## src/common/cpc_loader_pkg.sv

```systemverilog
// CPC ROM loader definitions
package cpc_loader_pkg;

	//////////////////////////////////////////////////////////////////////
	// Widths

	localparam int IOCTL_ADDR_W = 25;	// Host download byte address
	localparam int BOOT_ADDR_W  = 23;	// Byte address inside one 8 MB bank
	localparam int PAGE_W       = 9;	// 16 KB page number
	localparam int BANK_W       = 2;
	localparam int ROM_SLOTS    = 256;	// Upper-half ROM slots
	localparam int EXT_W        = 16;	// Two ASCII characters

	//////////////////////////////////////////////////////////////////////
	// Types

	typedef logic [IOCTL_ADDR_W-1:0] ioctl_addr_t;
	typedef logic [BOOT_ADDR_W-1:0]  boot_addr_t;

	// Bit 8 picks the upper half of the bank, which holds expansion ROMs
	typedef logic [PAGE_W-1:0]       page_t;
	typedef logic [BANK_W-1:0]       bank_t;

	// One bit per upper-half slot that has received data
	typedef logic [ROM_SLOTS-1:0]    rom_map_t;

	// First character of the extension sits in the high byte
	typedef logic [EXT_W-1:0]        ext_chars_t;

	//////////////////////////////////////////////////////////////////////
	// Page numbers

	// Lower half of a bank
	//   000       OS ROM
	//   001-0FE   RAM pages
	//   0FF       MF2 ROM
	// Upper half
	//   100-1FF   expansion ROM slots 00-FF
	localparam page_t PAGE_OS     = 9'h000;
	localparam page_t PAGE_BASIC  = 9'h100;	// Slot 0
	localparam page_t PAGE_AMSDOS = 9'h107;	// Slot 7
	localparam page_t PAGE_MF2    = 9'h0FF;

	// Unused slot, target of a malformed extension
	localparam page_t PAGE_BAD    = 9'h1EE;

	// Base for the tail of a "Z0" image
	// Low byte wraps to 00 once the region offset of 1 is added
	localparam page_t PAGE_COMBO_TAIL = 9'h1FF;

	//////////////////////////////////////////////////////////////////////
	// Download classes

	typedef enum logic [1:0] {
		LOAD_NONE,
		LOAD_SYSTEM,		// OS, BASIC, AMSDOS and MF2 image
		LOAD_EXPANSION		// Single ROM or a run of ROMs
	} load_kind_e;

endpackage

```

## src/boot_writer/boot_writer.sv

```systemverilog
// Boot download memory writer
`timescale 1ns/1ns

module boot_writer #(
	parameter logic [7:0] ROM_INDEX = 8'd0,
	parameter logic [7:0] EXP_INDEX = 8'd3
) (
	input  logic                        clk_sys,
	input  logic                        reset,
	input  logic                        ioctl_download,
	input  logic                        ioctl_wr,
	input  logic [7:0]                  ioctl_index,
	input  cpc_loader_pkg::ioctl_addr_t ioctl_addr,
	input  logic [7:0]                  ioctl_data,
	input  logic                        model_664,
	input  cpc_loader_pkg::page_t       slot_page,
	input  cpc_loader_pkg::bank_t       slot_bank,
	input  logic                        slot_valid,
	input  cpc_loader_pkg::page_t       exp_page,
	output logic                        boot_wr,
	output cpc_loader_pkg::boot_addr_t  boot_addr,
	output cpc_loader_pkg::bank_t       boot_bank,
	output logic [7:0]                  boot_data,
	output cpc_loader_pkg::rom_map_t    rom_map,
	output logic                        system_hold
);
	import cpc_loader_pkg::*;

	load_kind_e load_kind;
	logic       download_q;
	logic       model_q;
	logic       exp_model;
	logic       accept;
	page_t      cmd_page;
	bank_t      cmd_bank;

	always_comb begin
		load_kind = LOAD_NONE;
		if (ioctl_download) begin
			if (ioctl_index == ROM_INDEX)
				load_kind = LOAD_SYSTEM;
			else if (ioctl_index == EXP_INDEX)
				load_kind = LOAD_EXPANSION;
		end
	end

	// Model taken at the start of the download, bypassed in that cycle
	assign exp_model = (ioctl_download & ~download_q) ? model_664 : model_q;

	//////////////////////////////////////////////////////////////////////
	// Write command

	always_comb begin
		accept   = 1'b0;
		cmd_page = slot_page;
		cmd_bank = slot_bank;

		case (load_kind)
			LOAD_SYSTEM: accept = ioctl_wr & slot_valid;
			LOAD_EXPANSION: begin
				accept        = ioctl_wr;
				cmd_page[8]   = exp_page[8];
				cmd_page[7:0] = exp_page[7:0] + ioctl_addr[21:14];	// Wraps in 8 bits
				cmd_bank      = {1'b0, exp_model};
			end
			default: accept = 1'b0;
		endcase
	end

	always_ff @(posedge clk_sys) begin
		if (accept) begin
			boot_addr <= {cmd_page, ioctl_addr[13:0]};
			boot_bank <= cmd_bank;
			boot_data <= ioctl_data;
		end
		if (ioctl_download && !download_q)
			model_q <= model_664;
	end

	always_ff @(posedge clk_sys) begin
		if (reset) begin
			boot_wr     <= 1'b0;
			download_q  <= 1'b0;
			system_hold <= 1'b0;
			rom_map     <= '0;
		end else begin
			boot_wr     <= accept;
			download_q  <= ioctl_download;
			system_hold <= (load_kind != LOAD_NONE);	// Machine stays in reset
			if (accept && cmd_page[8])
				rom_map[cmd_page[7:0]] <= 1'b1;	// Slot now holds a ROM
		end
	end

	// Every command comes from a host write inside a ROM download
	a_wr_in_hold: assert property (@(posedge clk_sys) disable iff (reset)
		boot_wr |-> system_hold && $past(ioctl_wr));

endmodule

```

## src/design/cpc_rom_loader.sv

```systemverilog
// CPC boot ROM loader top
`timescale 1ns/1ns

module cpc_rom_loader #(
	parameter logic [7:0] ROM_INDEX = 8'd0,	// System ROM image
	parameter logic [7:0] EXP_INDEX = 8'd3	// Expansion ROM file
) (
	input  logic                        clk_sys,
	input  logic                        reset,
	input  logic                        ioctl_download,
	input  logic [7:0]                  ioctl_index,
	input  logic                        ioctl_wr,
	input  cpc_loader_pkg::ioctl_addr_t ioctl_addr,
	input  logic [7:0]                  ioctl_data,
	input  cpc_loader_pkg::ext_chars_t  ioctl_file_ext,
	input  logic                        model_664,
	output logic                        boot_wr,
	output cpc_loader_pkg::boot_addr_t  boot_addr,
	output cpc_loader_pkg::bank_t       boot_bank,
	output logic [7:0]                  boot_data,
	output cpc_loader_pkg::rom_map_t    rom_map,
	output logic                        system_hold
);
	import cpc_loader_pkg::*;

	page_t slot_page;
	bank_t slot_bank;
	logic  slot_valid;
	page_t exp_page;

	rom_slot_map rom_slot_map_inst (
		.ioctl_addr (ioctl_addr),
		.slot_page  (slot_page),
		.slot_bank  (slot_bank),
		.slot_valid (slot_valid)
	);

	expansion_page_decoder expansion_page_decoder_inst (
		.clk_sys        (clk_sys),
		.reset          (reset),
		.ioctl_download (ioctl_download),
		.ioctl_wr       (ioctl_wr),
		.ioctl_addr     (ioctl_addr),
		.ioctl_file_ext (ioctl_file_ext),
		.exp_page       (exp_page)
	);

	boot_writer #(
		.ROM_INDEX (ROM_INDEX),
		.EXP_INDEX (EXP_INDEX)
	) boot_writer_inst (
		.clk_sys        (clk_sys),
		.reset          (reset),
		.ioctl_download (ioctl_download),
		.ioctl_wr       (ioctl_wr),
		.ioctl_index    (ioctl_index),
		.ioctl_addr     (ioctl_addr),
		.ioctl_data     (ioctl_data),
		.model_664      (model_664),
		.slot_page      (slot_page),
		.slot_bank      (slot_bank),
		.slot_valid     (slot_valid),
		.exp_page       (exp_page),
		.boot_wr        (boot_wr),
		.boot_addr      (boot_addr),
		.boot_bank      (boot_bank),
		.boot_data      (boot_data),
		.rom_map        (rom_map),
		.system_hold    (system_hold)
	);

endmodule

```

## src/design/rom_slot_map.sv

```systemverilog
// System ROM slot mapper
`timescale 1ns/1ns

module rom_slot_map (
	input  cpc_loader_pkg::ioctl_addr_t ioctl_addr,
	output cpc_loader_pkg::page_t       slot_page,
	output cpc_loader_pkg::bank_t       slot_bank,
	output logic                        slot_valid
);
	import cpc_loader_pkg::*;

	logic [IOCTL_ADDR_W-15:0] region;	// 16 KB region of the image

	assign region = ioctl_addr[IOCTL_ADDR_W-1:14];

	// Image layout is two sets of four ROMs
	// First set for the 6128 in bank 0, second for the 664 in bank 1
	always_comb begin
		slot_page  = '1;
		slot_bank  = '0;
		slot_valid = 1'b1;

		case (region)
			11'd0, 11'd4: slot_page = PAGE_OS;
			11'd1, 11'd5: slot_page = PAGE_BASIC;
			11'd2, 11'd6: slot_page = PAGE_AMSDOS;
			11'd3, 11'd7: slot_page = PAGE_MF2;
			default:      slot_valid = 1'b0;	// Past the end of the image
		endcase

		case (region)
			11'd4, 11'd5, 11'd6, 11'd7: slot_bank = 2'd1;
			default:                    slot_bank = 2'd0;
		endcase
	end

	// Only the two model banks are ever a target
	always_comb begin
		assert (slot_bank <= 2'd1)
			else $error("rom_slot_map: bank %0d out of range", slot_bank);
	end

endmodule

```

## src/expansion_page/expansion_page_decoder.sv

```systemverilog
// Expansion ROM start page decoder
`timescale 1ns/1ns

module expansion_page_decoder (
	input  logic                        clk_sys,
	input  logic                        reset,
	input  logic                        ioctl_download,
	input  logic                        ioctl_wr,
	input  cpc_loader_pkg::ioctl_addr_t ioctl_addr,
	input  cpc_loader_pkg::ext_chars_t  ioctl_file_ext,
	output cpc_loader_pkg::page_t       exp_page
);
	import cpc_loader_pkg::*;

	localparam ext_chars_t EXT_PAGE_ZERO = "ZZ";	// Single ROM into page 0
	localparam ext_chars_t EXT_COMBO     = "Z0";	// Page 0, then slots from 0

	logic       download_q;
	logic       wr_q;
	logic       combo;
	logic       download_start;
	logic       wr_fall;
	logic [4:0] hi_nibble;	// {valid, value}
	logic [4:0] lo_nibble;
	page_t      parsed_page;

	// Uppercase hex digit to nibble, bit 4 flags a valid digit
	function automatic logic [4:0] hex_nibble(input logic [7:0] ch);
		logic [4:0] result;
		result = '0;
		if (ch >= "0" && ch <= "9")
			result = {1'b1, ch[3:0]};
		else if (ch >= "A" && ch <= "F")
			result = {1'b1, ch[3:0] + 4'd9};
		return result;
	endfunction

	assign download_start = ioctl_download & ~download_q;
	assign wr_fall        = wr_q & ~ioctl_wr;	// Write just completed

	assign hi_nibble = hex_nibble(ioctl_file_ext[15:8]);
	assign lo_nibble = hex_nibble(ioctl_file_ext[7:0]);

	// A bad character keeps its nibble of PAGE_BAD
	always_comb begin
		parsed_page      = PAGE_BAD;
		if (hi_nibble[4])
			parsed_page[7:4] = hi_nibble[3:0];
		if (lo_nibble[4])
			parsed_page[3:0] = lo_nibble[3:0];
		if (ioctl_file_ext == EXT_PAGE_ZERO || ioctl_file_ext == EXT_COMBO)
			parsed_page = PAGE_OS;
	end

	always_ff @(posedge clk_sys) begin
		if (reset) begin
			download_q <= 1'b0;
			wr_q       <= 1'b0;
			combo      <= 1'b0;
			exp_page   <= PAGE_BAD;
		end else begin
			download_q <= ioctl_download;
			wr_q       <= ioctl_wr;

			if (download_start) begin
				exp_page <= parsed_page;
				combo    <= (ioctl_file_ext == EXT_COMBO);
			end else if (wr_fall && combo && &ioctl_addr[13:0]) begin
				// Last byte of the page 0 part, rest goes to the slots
				exp_page <= PAGE_COMBO_TAIL;
				combo    <= 1'b0;
			end
		end
	end

	//////////////////////////////////////////////////////////////////////
	// Checks

	a_combo_only_z0: assert property (@(posedge clk_sys) disable iff (reset)
		download_start && ioctl_file_ext != EXT_COMBO |=> !combo);

	a_page_moves_on_edge: assert property (@(posedge clk_sys) disable iff (reset)
		$changed(exp_page) |-> $past(download_start || wr_fall));

endmodule

```

## config.mk

```make
export PLATFORM = sky130hd
export DESIGN_NAME = cpc_rom_loader
export DESIGN_NICKNAME = d
export VERILOG_FILES = /design/src/common/cpc_loader_pkg.sv /design/src/boot_writer/boot_writer.sv /design/src/design/cpc_rom_loader.sv /design/src/design/rom_slot_map.sv /design/src/expansion_page/expansion_page_decoder.sv
export SDC_FILE = /design/constraint.sdc
export NUM_CORES = 1
export LEC_CHECK = 0
export ABC_AREA = 1
export ABC_CLOCK_PERIOD_IN_PS = 3000
export BUFFER_PORTS_ARGS = -buffer_cell sky130_fd_sc_hd__buf_2
export CAP_MARGIN = 20
export CORE_MARGIN = 2
export CORE_UTILIZATION = 45
export DETAILED_ROUTE_END_ITERATION = 10
export PLACE_DENSITY = 0.77
export SYNTH_ARGS = -nofsm -noshare
export SYNTH_HDL_FRONTEND = slang
export SYNTH_SLANG_ARGS = --single-unit
```

## constraint.sdc

```tcl
create_clock -name clk_sys -period 3 [get_ports clk_sys]
set_input_delay 0.3 -clock clk_sys [delete_from_list [all_inputs] [get_ports clk_sys]]
set_output_delay 0.3 -clock clk_sys [all_outputs]
set_load 0.03 [all_outputs]
```

==> results.json <==
{
  "status": "finished clean",
  "ys_seq_area_share_pct": 54.0,
  "cts.sinks": 303,
  "place_hpwl_um": 25500,
  "antenna_found_initial": 0,
  "cp_common_cell": "nand3_1",
  "fin_cells": 2208,
  "antenna_cells": 0,
  "final-setup-viol-count": 0,
  "drt-initial-drc-count": 858,
  "worst_ep_required_time_ns": 3.45,
  "finalCritPeriodShare_pct": 87.4,
  "coreArea_sq_mm": 0.0259,
  "start_util_pct": 45.7,
  "ys_types": 37,
  "ys_warn_count": 0,
  "critPathLaunchType": "register",
  "slew_headroom_pct": 51.6,
  "cp.arrival_ns": 3.07,
  "avgSynthCellArea_sq_um": 8.01,
  "leakage_nw": 6.77,
  "holdBufCountCts": 23,
  "hp-class": "primary input to register",
  "drive_gt1_share_pct": 25.3,
  "critPathTopFamily": "simple AND/OR/NAND/NOR gates",
  "p_int_w": 0.00655,
  "drv_slew": 0,
  "syn_to_final_growth_pct": 28.2,
  "final_cell_mix": "350 x buf_2, 270 x dfxtp_1, 257 x nand2_1",
  "fin_setup_tns_ns": 0,
  "cts_buffers": 34,
  "finalHoldViolCount": 0,
  "clockBufferDepth": 3,
  "tightest_slew_ns": 0.723,
  "end_kind": "register",
  "routedWlPerCell_um": 16.3,
  "ant_nets": 0,
  "pwr-share-seq_pct": 48.9,
  "die_area_sq_mm": 0.0276,
  "finalCriticalPeriod_ns": 2.62,
  "cp.buffers_inverters": 2,
  "crit_type": "register to register",
  "power.share.combinational_pct": 4.0,
  "grt_max_degree": 95,
  "gr-total-overflow": 0,
  "power.switching_w": 0.00185,
  "power_density_mw_per_mm2": 554,
  "tritoncts": "done",
  "ios": 353,
  "die_w_um": 166,
  "synth_fp_nets": 1558,
  "cts_setup_buffers": 0,
  "wl_um": 36100,
  "critPathMaxStageDelay_ns": 0.50,
  "drc": 0,
  "path_cells": "ha_1 > inv_1 > fa_1 > inv_1 > nand3_1 > nand3_1 > nand2_1 > nand3_2 > nand3_1 > nor2_4 > a21oi_1 > nor2_1",
  "swShare_pct": 22.0,
  "via_per_inst": 5.01,
  "mappedNetlistArea_sq_mm": 0.0118,
  "grt_pass1_vias": 10400,
  "syn_inst": 1479,
  "cts_htree_levels": 2,
  "slowest_stage": "nor2_4",
  "globalplace.congestion": 0.908,
  "maxCapViolCount": 0,
  "grt_usage_pct": 25.0,
  "fin_nets": 1931,
  "final_cell_area_sq_mm": 0.0152,
  "clk_latency_ns": 0.51,
  "drt-pass1-iter-count": 5,
  "peakVddDrop_v": 0.000394,
  "layout_commonest_cell": "buf_2",
  "vias": 11100,
  "fp.dieH_um": 166,
  "synth-seq-cells": 303,
  "rsz0062_at_grt": "false",
  "fmax_ghz": 0.381,
  "crit_fanout": 16,
  "rows": 59,
  "grt_first_pass_wirelength_um": 56000,
  "cts_resized": 0,
  "power.share.clock_pct": 47.1,
  "port_buffers": 351,
  "placed_cell_area_sq_mm": 0.0139,
  "place_inst": 2128,
  "clk_pin_slew_ns": 0.06,
  "fin_skew_ns": 0.0173,
  "cts_root_buf": "clkbuf_16"
}
-- worst min-delay path: stages --
cell    delay (ns)
buf_2         0.11
inv_2         0.06
nor2_1        0.07
-- state kept, by name (all words and copies together), names as in the netlist --
register                                count
boot_writer_inst.rom_map                  256
boot_writer_inst.boot_addr                 23
expansion_page_decoder_inst.exp_page        9
boot_writer_inst.boot_data                  8
boot_writer_inst.boot_bank                  1
boot_writer_inst.boot_wr                    1
boot_writer_inst.model_q                    1
boot_writer_inst.system_hold                1
expansion_page_decoder_inst.combo           1
expansion_page_decoder_inst.download_q      1
expansion_page_decoder_inst.wr_q            1
-- per-stage QoR --
step / total power [W] / hold slack [ns] / utilization, % / setup slack [ns]
2_1_floorplan: 0.00439 / 0.399 / - / 0.820
3_3_place_gp: 0.00449 / 0.434 / 53.6 / 0.360
3_5_place_dp: 0.00450 / 0.436 / 53.6 / 0.276
4_1_cts: 0.00846 / 0.0760 / 58.6 / 0.408
5_1_grt: 0.00868 / 0.113 / 58.6 / 0.164
6_report: 0.00841 / 0.0962 / 58.6 / 0.378
-- final cells by class --
| class | instances | area (sq um) |
|---|---|---|
| fillers | 2312 | 10700 |
| flip-flops and latches | 303 | 6400 |
| multi-input cells | 874 | 4190 |
| repair buffers | 399 | 2200 |
| clock buffers | 49 | 1000 |
| inverters | 240 | 903 |
| well taps | 335 | 419 |
| clock inverters | 8 | 73.8 |
-- cells by family after synthesis --
kind of cell | share of synthesized area [%]
simple gates | 21.4
xor+xnor | 0.518
other cells | 0.0317
compound gates | 11.5
fa+ha+maj | 1.86
buf+inv | 10.6
flops | 54.0
-- cell usage after synthesis --
| master | n | area share (%) |
|---|---|---|
| nor4_1 | 2 | 0.11 |
| o21ai_2 | 1 | 0.074 |
| and3_1 | 1 | 0.053 |
| nor3_1 | 3 | 0.13 |
| clkinv_1 | 1 | 0.032 |
| nand3_1 | 61 | 2.6 |
| inv_2 | 6 | 0.19 |
| o31ai_1 | 1 | 0.063 |
| buf_6 | 6 | 0.57 |
| clkbuf_1 | 30 | 0.95 |
| conb_1 | 1 | 0.032 |
| nand3b_1 | 5 | 0.32 |
| nand2_2 | 6 | 0.32 |
| xnor2_1 | 3 | 0.22 |
| nor2_2 | 9 | 0.48 |
| inv_1 | 232 | 7.4 |
| inv_4 | 1 | 0.053 |
| a31oi_1 | 1 | 0.053 |
| buf_4 | 16 | 1.0 |
| nor2_8 | 1 | 0.17 |
| edfxtp_1 | 33 | 8.4 |
| dfxtp_1 | 270 | 46 |
| buf_2 | 10 | 0.42 |
| fa_1 | 1 | 0.17 |
| nor2_4 | 15 | 1.4 |
| nor2_1 | 200 | 6.3 |
| a211oi_1 | 2 | 0.13 |
| nand4_1 | 10 | 0.53 |
| nand2_4 | 1 | 0.095 |
| nand2_1 | 257 | 8.1 |
| ha_1 | 16 | 1.7 |
| a21o_1 | 2 | 0.13 |
| a41oi_1 | 1 | 0.074 |
| a21oi_1 | 249 | 11 |
| xor2_1 | 4 | 0.30 |
| o21ai_0 | 12 | 0.51 |
| nand3_2 | 9 | 0.76 |
-- worst paths after layout --
path	from	end	slack, ns	depth (start not counted)
worst max-delay path	expansion_page_decoder_inst.exp_page[0]	boot_writer_inst.rom_map[1]	0.38	12
worst min-delay path	ioctl_download	expansion_page_decoder_inst.download_q	0.1	3
worst max register to register	expansion_page_decoder_inst.exp_page[0]	boot_writer_inst.rom_map[1]	0.38	12
worst min register to register	boot_writer_inst.rom_map[230]	boot_writer_inst.rom_map[230]	0.45	2
-- layer usage --
layer / GRT usage (%) / vias up / wire, um
li1: - / 5359 / -
met1: 31.3 / 5151 / 15000
met2: 42.8 / 462 / 17000
met3: 4.50 / 97 / 2580
met4: 10.1 / 0 / 1520
met5: 0 / - / 0
-- power by group through the flow --
stage          sequential (W)  clock [W]  combinational, W
6_report              0.00411    0.00396          0.000339
5_1_grt               0.00411    0.00419          0.000376
4_1_cts               0.00411    0.00402          0.000332
3_5_place_dp          0.00420          0          0.000306
3_3_place_gp          0.00420          0          0.000298
2_1_floorplan         0.00420          0          0.000198
(Power assumes the default switching activity.)
